`src/hdl/cache_consts.svh`:
```
// Cache geometry and data width macros
`ifndef CACHE_CONSTS_SVH
`define CACHE_CONSTS_SVH

// ------------------------------
// Geometry
// ------------------------------
`define CACHE_SETS      4
`define CACHE_WAYS      2   // One LRU bit per set covers exactly two ways
`define WORDS_PER_LINE  4

// ------------------------------
// Widths
// ------------------------------
`define WORD_W          32
`define LINE_W          128  // WORDS_PER_LINE * WORD_W
`define PROC_ADDR_W     30   // Word address from the processor

`endif

```
`src/hdl/cache_pkg.sv`:
```
// Cache vector types and miss controller state encoding
`include "cache_consts.svh"

package cache_pkg;

    // Data
    typedef logic [`WORD_W-1:0] word_t;
    typedef logic [`LINE_W-1:0] line_t;

    // Address fields as tag | set | word offset
    typedef logic [`PROC_ADDR_W-1:0] proc_addr_t;
    typedef logic [$clog2(`WORDS_PER_LINE)-1:0] word_off_t;
    typedef logic [$clog2(`CACHE_SETS)-1:0] set_idx_t;
    typedef logic [`PROC_ADDR_W-$clog2(`WORDS_PER_LINE)-1:0] line_addr_t;
    typedef logic [`PROC_ADDR_W-$clog2(`WORDS_PER_LINE)-$clog2(`CACHE_SETS)-1:0] tag_t;

    // Miss controller
    typedef enum logic [1:0] {
        ST_IDLE,
        ST_WRITEBACK,   // Dirty victim going out
        ST_REFILL       // Waiting for the new line
    } miss_state_e;

endpackage

```
`src/hdl/line_update_if.sv`:
```
// Line fill and word write command bus from the miss controller to the arrays
`timescale 1ns/1ps

interface line_update_if;
    import cache_pkg::*;

    logic      wr_word;     // Word write into a present line
    logic      fill_line;   // Whole line load after a refill
    logic      way;
    set_idx_t  set_idx;
    word_off_t word_off;
    tag_t      tag;         // New tag on a fill
    word_t     wdata;
    line_t     ldata;

    // Controller side
    modport ctrl (
        output wr_word, fill_line, way, set_idx, word_off, tag, wdata, ldata
    );

    // Tag array and data array side
    modport array (
        input  wr_word, fill_line, way, set_idx, word_off, tag, wdata, ldata
    );

endinterface

```
`src/hdl/cache_tag_array.sv`:
```
// Valid, dirty, tag and LRU storage with hit detection and victim choice
`timescale 1ns/1ps
`include "cache_consts.svh"

module cache_tag_array (
    input  logic                  clk,
    input  logic                  i_rst_n,
    input  cache_pkg::proc_addr_t i_proc_addr,
    input  logic                  i_access,
    output logic                  o_hit,
    output logic                  o_hit_way,
    output logic                  o_victim_way,
    output logic                  o_victim_dirty,
    output cache_pkg::tag_t       o_victim_tag,
    line_update_if.array          upd
);
    import cache_pkg::*;

    logic [`CACHE_WAYS-1:0][`CACHE_SETS-1:0] valid;
    logic [`CACHE_WAYS-1:0][`CACHE_SETS-1:0] dirty;
    logic [`CACHE_SETS-1:0]                  lru;    // Way used last, per set
    tag_t                                    tags [`CACHE_WAYS][`CACHE_SETS];
    logic [`CACHE_WAYS-1:0]                  way_hit;
    tag_t                                    addr_tag;
    set_idx_t                                set_idx;

    assign set_idx  = i_proc_addr[$bits(word_off_t) +: $bits(set_idx_t)];
    assign addr_tag = i_proc_addr[`PROC_ADDR_W-1 -: $bits(tag_t)];

    // ------------------------------
    // Lookup
    // ------------------------------
    always_comb begin
        for (int w = 0; w < `CACHE_WAYS; w++) begin
            way_hit[w] = valid[w][set_idx] && (tags[w][set_idx] == addr_tag);
        end
    end

    assign o_hit     = |way_hit;
    assign o_hit_way = way_hit[1];

    // Victim is the way not touched last
    assign o_victim_way   = ~lru[set_idx];
    assign o_victim_dirty = valid[o_victim_way][set_idx] & dirty[o_victim_way][set_idx];
    assign o_victim_tag   = tags[o_victim_way][set_idx];

    // ------------------------------
    // Updates
    // ------------------------------
    always_ff @(posedge clk or negedge i_rst_n) begin
        if (!i_rst_n) begin
            valid <= '0;
            dirty <= '0;
            lru   <= '0;
        end else begin
            if (upd.fill_line) begin
                valid[upd.way][upd.set_idx] <= 1'b1;
                dirty[upd.way][upd.set_idx] <= 1'b0;    // Fresh line matches memory
            end else if (upd.wr_word) begin
                dirty[upd.way][upd.set_idx] <= 1'b1;
            end
            if (i_access && o_hit)
                lru[set_idx] <= o_hit_way;
        end
    end

    always_ff @(posedge clk) begin
        if (upd.fill_line)
            tags[upd.way][upd.set_idx] <= upd.tag;
    end

endmodule

```
`src/hdl/cache_data_array.sv`:
```
// Line storage for both ways with word read, word write and line fill
`timescale 1ns/1ps
`include "cache_consts.svh"

module cache_data_array (
    input  logic                  clk,
    input  cache_pkg::proc_addr_t i_proc_addr,
    input  logic                  i_hit_way,
    input  logic                  i_victim_way,
    output cache_pkg::word_t      o_rdata,
    output cache_pkg::line_t      o_victim_line,
    line_update_if.array          upd
);
    import cache_pkg::*;

    line_t     lines [`CACHE_WAYS][`CACHE_SETS];
    set_idx_t  set_idx;
    word_off_t word_off;

    assign word_off = i_proc_addr[0 +: $bits(word_off_t)];
    assign set_idx  = i_proc_addr[$bits(word_off_t) +: $bits(set_idx_t)];

    // ------------------------------
    // Read side
    // ------------------------------
    assign o_rdata       = lines[i_hit_way][set_idx][word_off*`WORD_W +: `WORD_W];
    assign o_victim_line = lines[i_victim_way][set_idx];   // Outgoing line on write-back

    // ------------------------------
    // Write side
    // ------------------------------
    always_ff @(posedge clk) begin
        if (upd.fill_line) begin
            lines[upd.way][upd.set_idx] <= upd.ldata;
        end else if (upd.wr_word) begin
            // Single word into an already present line
            lines[upd.way][upd.set_idx][upd.word_off*`WORD_W +: `WORD_W] <= upd.wdata;
        end
    end

endmodule

```
`src/hdl/cache_miss_fsm.sv`:
```
// Miss controller with stall, memory request registers, write-back and refill
`timescale 1ns/1ps

module cache_miss_fsm (
    input  logic                  clk,
    input  logic                  i_rst_n,
    input  logic                  i_proc_read,
    input  logic                  i_proc_write,
    input  cache_pkg::proc_addr_t i_proc_addr,
    input  cache_pkg::word_t      i_proc_wdata,
    input  logic                  i_hit,
    input  logic                  i_hit_way,
    input  logic                  i_victim_way,
    input  logic                  i_victim_dirty,
    input  cache_pkg::tag_t       i_victim_tag,
    input  cache_pkg::line_t      i_victim_line,
    input  cache_pkg::line_t      i_mem_rdata,
    input  logic                  i_mem_ready,
    output logic                  o_proc_stall,
    output logic                  o_mem_read,
    output logic                  o_mem_write,
    output cache_pkg::line_addr_t o_mem_addr,
    output cache_pkg::line_t      o_mem_wdata,
    line_update_if.ctrl           upd
);
    import cache_pkg::*;

    miss_state_e state;
    miss_state_e state_nxt;
    tag_t        req_tag;
    set_idx_t    req_set;
    word_off_t   req_off;
    logic        req_valid;
    logic        miss;
    logic        wr_word;
    logic        fill_line;

    assign {req_tag, req_set, req_off} = i_proc_addr;

    assign req_valid    = i_proc_read | i_proc_write;
    assign miss         = req_valid & ~i_hit;
    assign o_proc_stall = miss;     // Held request stays stalled until it hits

    // ------------------------------
    // Array update commands
    // ------------------------------
    assign wr_word   = (state == ST_IDLE) & i_proc_write & i_hit;
    assign fill_line = (state == ST_REFILL) & i_mem_ready;

    assign upd.wr_word   = wr_word;
    assign upd.fill_line = fill_line;
    assign upd.way       = wr_word ? i_hit_way : i_victim_way;  // LRU is frozen during a miss
    assign upd.set_idx   = req_set;
    assign upd.word_off  = req_off;
    assign upd.tag       = req_tag;
    assign upd.wdata     = i_proc_wdata;
    assign upd.ldata     = i_mem_rdata;

    // ------------------------------
    // State sequencing
    // ------------------------------
    always_comb begin
        state_nxt = state;
        case (state)
            ST_IDLE: begin
                if (miss)
                    state_nxt = i_victim_dirty ? ST_WRITEBACK : ST_REFILL;
            end
            ST_WRITEBACK: begin
                if (i_mem_ready)
                    state_nxt = ST_REFILL;
            end
            ST_REFILL: begin
                if (i_mem_ready)
                    state_nxt = ST_IDLE;
            end
            default: state_nxt = ST_IDLE;
        endcase
    end

    always_ff @(posedge clk or negedge i_rst_n) begin
        if (!i_rst_n) begin
            state       <= ST_IDLE;
            o_mem_read  <= 1'b0;
            o_mem_write <= 1'b0;
        end else begin
            state <= state_nxt;
            case (state)
                ST_IDLE: begin
                    if (miss) begin
                        o_mem_write <= i_victim_dirty;
                        o_mem_read  <= ~i_victim_dirty;
                    end
                end
                ST_WRITEBACK: begin
                    if (i_mem_ready) begin  // Refill request starts on the same edge
                        o_mem_write <= 1'b0;
                        o_mem_read  <= 1'b1;
                    end
                end
                ST_REFILL: begin
                    if (i_mem_ready)
                        o_mem_read <= 1'b0;
                end
                default: begin
                    o_mem_read  <= 1'b0;
                    o_mem_write <= 1'b0;
                end
            endcase
        end
    end

    // Memory address and line stay stable while a request is pending
    always_ff @(posedge clk) begin
        if (state == ST_IDLE && miss) begin
            o_mem_addr  <= i_victim_dirty ? {i_victim_tag, req_set} : {req_tag, req_set};
            o_mem_wdata <= i_victim_line;
        end else if (state == ST_WRITEBACK && i_mem_ready) begin
            o_mem_addr  <= {req_tag, req_set};
        end
    end

endmodule

```
`src/hdl/cache_core.sv`:
```
// Two-way write-back cache top level with processor and memory ports
`timescale 1ns/1ps

module cache_core (
    input  logic                  clk,
    input  logic                  i_rst_n,
    // Processor side
    input  logic                  i_proc_read,
    input  logic                  i_proc_write,
    input  cache_pkg::proc_addr_t i_proc_addr,
    input  cache_pkg::word_t      i_proc_wdata,
    output logic                  o_proc_stall,
    output cache_pkg::word_t      o_proc_rdata,
    // Memory side
    output logic                  o_mem_read,
    output logic                  o_mem_write,
    output cache_pkg::line_addr_t o_mem_addr,
    output cache_pkg::line_t      o_mem_wdata,
    input  cache_pkg::line_t      i_mem_rdata,
    input  logic                  i_mem_ready
);
    import cache_pkg::*;

    line_update_if upd_bus ();

    logic  hit;
    logic  hit_way;
    logic  victim_way;
    logic  victim_dirty;
    tag_t  victim_tag;
    line_t victim_line;
    word_t array_rdata;

    assign o_proc_rdata = (i_proc_read && hit) ? array_rdata : '0;

    cache_miss_fsm u_miss_fsm (
        .clk            (clk),
        .i_rst_n        (i_rst_n),
        .i_proc_read    (i_proc_read),
        .i_proc_write   (i_proc_write),
        .i_proc_addr    (i_proc_addr),
        .i_proc_wdata   (i_proc_wdata),
        .i_hit          (hit),
        .i_hit_way      (hit_way),
        .i_victim_way   (victim_way),
        .i_victim_dirty (victim_dirty),
        .i_victim_tag   (victim_tag),
        .i_victim_line  (victim_line),
        .i_mem_rdata    (i_mem_rdata),
        .i_mem_ready    (i_mem_ready),
        .o_proc_stall   (o_proc_stall),
        .o_mem_read     (o_mem_read),
        .o_mem_write    (o_mem_write),
        .o_mem_addr     (o_mem_addr),
        .o_mem_wdata    (o_mem_wdata),
        .upd            (upd_bus.ctrl)
    );

    cache_tag_array u_tag_array (
        .clk            (clk),
        .i_rst_n        (i_rst_n),
        .i_proc_addr    (i_proc_addr),
        .i_access       (i_proc_read | i_proc_write),   // LRU follows real accesses only
        .o_hit          (hit),
        .o_hit_way      (hit_way),
        .o_victim_way   (victim_way),
        .o_victim_dirty (victim_dirty),
        .o_victim_tag   (victim_tag),
        .upd            (upd_bus.array)
    );

    cache_data_array u_data_array (
        .clk            (clk),
        .i_proc_addr    (i_proc_addr),
        .i_hit_way      (hit_way),
        .i_victim_way   (victim_way),
        .o_rdata        (array_rdata),
        .o_victim_line  (victim_line),
        .upd            (upd_bus.array)
    );

endmodule

```
`config.mk`:
```
export PLATFORM = sky130hd
export DESIGN_NAME = cache_core
export DESIGN_NICKNAME = d
export VERILOG_FILES = /design/src/hdl/cache_pkg.sv /design/src/hdl/line_update_if.sv /design/src/hdl/cache_tag_array.sv /design/src/hdl/cache_data_array.sv /design/src/hdl/cache_miss_fsm.sv /design/src/hdl/cache_core.sv
export VERILOG_INCLUDE_DIRS = /design/src /design/src/hdl
export SDC_FILE = /design/constraint.sdc
export NUM_CORES = 2
export LEC_CHECK = 0
export BUFFER_PORTS_ARGS = -buffer_cell sky130_fd_sc_hd__buf_2
export CORE_MARGIN = 1
export CORE_UTILIZATION = 55
export CTS_CLUSTER_DIAMETER = 200
export DETAILED_ROUTE_END_ITERATION = 8
export GPL_TIMING_DRIVEN = 1
export PLACE_DENSITY = 0.77
export SKIP_LAST_GASP = 1
export SLEW_MARGIN = 20
export SYNTH_ARGS = -nofsm -noshare
export SYNTH_HDL_FRONTEND = slang
export SYNTH_SLANG_ARGS = --single-unit
export TNS_END_PERCENT = 50
```
`constraint.sdc`:
```
create_clock -name clk -period 47.1 [get_ports clk]
set_input_delay 9.42 -clock clk [delete_from_list [all_inputs] [get_ports clk]]
set_output_delay 9.42 -clock clk [all_outputs]
set_load 0.01 [all_outputs]
```
==> reports/metrics.csv <==
stage,metric,value,unit
yosys,Mapped Avg Cell Area,18.54,µm²
worst_hold_path,path type of the worst min-delay path,register to register,
worst_setup_path,number of buffer and inverter instances along the worst setup path,6,
power,internal power,2.199,mW
clock_network,sinks on the clock net,1411,
yosys,proportion of netlist area held by the largest area contributor,59.19,%
final_layout,fraction of layout instances using a drive strength above 1,48.70,%
die,effective utilization at floorplan,55.72,%
yosys,Post-Synth Adder-Cell Area,0.08884,%
timing,worst relative slew slack,23.34,%
die,standard cell core area,0.1264,mm²
worst_setup_path,R2R Path Start,u_tag_array.tags[0][67]$_DFFE_PP_,
route,remaining antenna violation count,0,
worst_setup_path,required time of the critical path,37.68,ns
status,result of the run,finished clean,
yosys,share of flip-flops with an asynchronous set or reset after synthesis,1.630,%
yosys,number of enable flip-flop cells after synthesis,1388,
worst_setup_path,Critical Setup Path Class,input pin to output port,
power,Power Dens Cells,36.34,mW/mm²
timing,Final Hold Slack,0.4823,ns
power,share of total power in the clock network,41.8,%
clock_network,cts-stage hold buffer count,0,
placed_design,gp weighted congestion,0.9724,
worst_setup_path,startpoint kind of the worst setup timing path,input pin,
worst_setup_path,endpoint of the worst register-to-register path,u_data_array.lines[0][107]$_DFFE_PP_,
timing,Max Fclk,38.65,MHz
grt,GRT Residual Overflow,0,
timing,number of max-slew violations in the final report,0,
yosys,Post-Syn Area,0.07042,mm²
worst_setup_path,flop2flop setup slack,41.41,ns
final_layout,"Net count, final",4362,
final_layout,Post-Layout Inst Area,0.07908,mm²
timing,final critical-path share of the clock period,54.94,%
worst_setup_path,cell family with most CP delay,buffers and inverters,
yosys,area share of xor/xnor cells in the synthesized design,0.3856,%
worst_setup_path,logic depth of the worst register-to-register path,11,
timing,setup-violating endpoint count in the final report,0,
grt,maximum number of pins on one net before global-route repair,154,
final_layout,utilization after layout,62.57,%
clock_network,number of CTS-inserted buffers,148,
timing,setup repair after global routing missed its margin,no,
worst_setup_path,start point of the critical path,i_proc_addr[2],
clock_network,worst skew pair latency,0.81,ns
grt,overall global routing resource usage,33.50,%
clock_network,number of H-tree branching levels,4,
worst_setup_path,end of the critical path,o_proc_rdata[18],
die,width of the die,359.8,µm
yosys,Compound-Gate Fraction of Synth Area,1.969,%
route,per-cell routed wire length,36.38,µm
clock_network,Clock Tree Buf Depth,3,
yosys,part of the Yosys area used for sequential elements,60.01,%
clock_network,post-cts repair resize count,0,
yosys,share of cell area taken by muxes after synthesis,31.37,%
yosys,dominant combinational cell family by area after synthesis,multiplexers,
yosys,dominant cell type by area after synthesis,sky130_fd_sc_hd__edfxtp_1,
worst_setup_path,Critical-path top delay cell,sky130_fd_sc_hd__buf_4,
power,Pleak,26.07,nW
power,NetSw,0.6746,mW
route,Remaining DRCs,0,
clock_network,clock edge transition at the registers on the reported setup and hold paths,0.06,ns
grt,number of antenna violations at the first check in global routing,78,
timing,Final min period,25.87,ns
final_layout,area added between synthesis and finish,12.30,%
yosys,post-synthesis instance total,3799,
worst_setup_path,stage delay of the slowest cell on the critical path,0.86,ns
power,Comb pwr share,8.7,%
power,VDD IR max,38.36,µV
grt,first-pass GRT wire length,304.6,mm
route,total iterations of the first detailed-routing run,6,
timing,setup total negative slack,0,ns
die,placement row count,130,
placed_design,PortBufs,385,
yosys,Synth Warn #,0,
yosys,Syn Nets,3999,
yosys,total of flip-flops plus latches after synthesis,1411,
grt,number of global-route vias before repair,40820,
yosys,simple logic cell fraction of the synthesized area,3.836,%
worst_setup_path,crit-path most repeated cell,sky130_fd_sc_hd__buf_4,
worst_setup_path,cell chain of the critical path,buf_8 -> buf_4 -> buf_4 -> mux2_1 -> a22oi_1 -> o211ai_1 -> a2111oi_0 -> nor4b_4 -> buf_4 -> buf_4 -> mux2_2 -> a21oi_1 -> nor4b_2 -> buf_2,
worst_setup_path,Levels on crit path,14,
worst_setup_path,CP max FO,86,
power,sequential cell fraction of total power,49.5,%
clock_network,setup bufs post-CTS,0,
worst_setup_path,WP data arrival,16.45,ns
power,switching part of the total power,23.48,%
placed_design,detailed placement HPWL,143.0,mm
route,total number of vias,42010,
worst_setup_path,category of the worst setup path capture point,output port,
route,violation count after the first detailed-route iteration,6557,
power,PnR Total Power,2.873,mW
route,detail-routed via count per cell,7.008,
timing,worst clock skew,0.04302,ns
die,floorplan die height,359.8,µm
worst_hold_path,hold-critical path depth,1,
clock_network,root buf cell,sky130_fd_sc_hd__clkbuf_16,
yosys,dominant synthesized flop cell,sky130_fd_sc_hd__edfxtp_1,
route,total wirelength of the detailed-routed design,218.1,mm
die,overall die area,0.1295,mm²
die,number of ports placed on the die boundary,386,
run,max-cap check violation count,0,
timing,Least-Margin Pin Slew,1.148,ns
yosys,distinct cell type count of the synthesized netlist,70,
yosys,leading cell types by total area after synthesis,"sky130_fd_sc_hd__edfxtp_1 59%, sky130_fd_sc_hd__mux4_2 18%, sky130_fd_sc_hd__mux2_2 11%, sky130_fd_sc_hd__mux2i_1 1.3%, sky130_fd_sc_hd__and2_1 1.2%",
timing,final-report hold violation count,0,
clock_network,TritonCTS clock tree,yes,
placed_design,total cell area at the placement stage,0.07392,mm²
==> sequential cells by signal (all words and copies together), names as in the netlist, named ones only <==
name / count
u_miss_fsm.o_mem_write: 1
u_miss_fsm.o_mem_addr: 28
u_miss_fsm.o_mem_wdata: 128
u_miss_fsm.state: 2
u_tag_array.tags: 208
u_tag_array.valid: 8
u_tag_array.lru: 4
u_data_array.lines: 1024
==> area by class of cell <==
class,instances,area (µm²)
repair buffers,491,2796
diodes,62,155.1
fillers,8778,47300
well taps,1650,2064
flip-flops and latches,1411,42260
inverters,17,63.81
multi-input cells,2093,26740
clock inverters,102,1219
clock buffers,169,3782
==> cell usage after synthesis, drive strengths merged (7+ instances only) <==
cell / count
buf: 161
nand4: 8
o22ai: 9
mux2i: 92
edfxtp: 1388
or2: 7
nor4b: 28
nor3: 7
dfrtp: 23
nor4: 11
mux4: 556
nand2: 40
clkbuf: 117
o21ai: 35
and2: 138
nand3: 8
nor2b: 38
a21oi: 45
a211oi: 34
xnor2: 25
and3: 17
nand2b: 9
a2111oi: 9
o21a: 24
mux2: 749
nor2: 135
inv: 16
==> cells in the final DEF (no fill, tap or decap), types with 32 or more instances in the layout <==
cell,count
sky130_fd_sc_hd__mux2_1,33
sky130_fd_sc_hd__mux2i_1,92
sky130_fd_sc_hd__edfxtp_1,1388
sky130_fd_sc_hd__nand2_1,38
sky130_fd_sc_hd__clkbuf_16,148
sky130_fd_sc_hd__nor2_1,129
sky130_fd_sc_hd__and2_1,138
sky130_fd_sc_hd__mux4_2,554
sky130_fd_sc_hd__buf_2,383
sky130_fd_sc_hd__a21oi_1,37
sky130_fd_sc_hd__o21ai_0,35
sky130_fd_sc_hd__clkinv_1,32
sky130_fd_sc_hd__mux2_2,660
sky130_fd_sc_hd__diode_2,62
sky130_fd_sc_hd__nor2b_1,38
sky130_fd_sc_hd__buf_4,101
sky130_fd_sc_hd__mux2_4,56
==> worst min-delay path by stage <==
stage | end | slack, ns | start
after floorplan | u_tag_array.valid[2]$_DFFE_PN0P_ | 0.44 | u_tag_array.valid[2]$_DFFE_PN0P_
after global placement | u_tag_array.valid[2]$_DFFE_PN0P_ | 0.47 | u_tag_array.valid[2]$_DFFE_PN0P_
after detailed placement | u_tag_array.valid[0]$_DFFE_PN0P_ | 0.47 | u_tag_array.valid[0]$_DFFE_PN0P_
after CTS | u_tag_array.valid[0]$_DFFE_PN0P_ | 0.48 | u_tag_array.valid[0]$_DFFE_PN0P_
after global routing | u_tag_array.valid[3]$_DFFE_PN0P_ | 0.51 | u_tag_array.valid[3]$_DFFE_PN0P_
final | u_tag_array.valid[0]$_DFFE_PN0P_ | 0.48 | u_tag_array.valid[0]$_DFFE_PN0P_
==> cell families after synthesis <==
logic type	count (synthesis)
adders and majority gates	5
muxes	1397
AOI/OAI and AO/OA	204
xor gates and xnor gates	31
and+or+nand+nor	456
buffers and inverters	295
DFF	1411
==> worst reg2reg max path: cells and delay by family (launching register included) <==
family	cells	cell delay (ns)
DFF	1	0.36
muxes	1	0.61
and+or+nand+nor	3	0.82
AOI/OAI and AO/OA	3	1.96
xor gates and xnor gates	1	0.18
buffers and inverters	3	1.39
==> metrics by stage <==
step | std cells | setup WS [ns]
3_5_place_dp | 5662 | 21.52
5_1_grt | 5953 | 21.06
3_3_place_gp | 5662 | 21.48
2_1_floorplan | 3799 | 22.76
6_report | 5995 | 21.23
4_1_cts | 5933 | 21.42
==> routing by layer <==
metal  GRT usage (%)  up-vias  part of all wire [%]
met1           43.72    21830                    35
met3           12.62      508                    15
met5               0        -                  0.15
met2           48.75     3074                    45
met4           18.07       50                   5.6
li1                -    16550                     -
==> power groups by stage <==
| stage | sequential [mW] | clock, mW | combinational (mW) |
|---|---|---|---|
| after floorplan | 1.45 | 0 | 0.140 |
| after global placement | 1.45 | 0 | 0.242 |
| after detailed placement | 1.45 | 0 | 0.244 |
| after CTS | 1.42 | 1.21 | 0.246 |
| after global routing | 1.42 | 1.25 | 0.259 |
| final | 1.42 | 1.20 | 0.249 |
(Power assumes the default switching activity.)
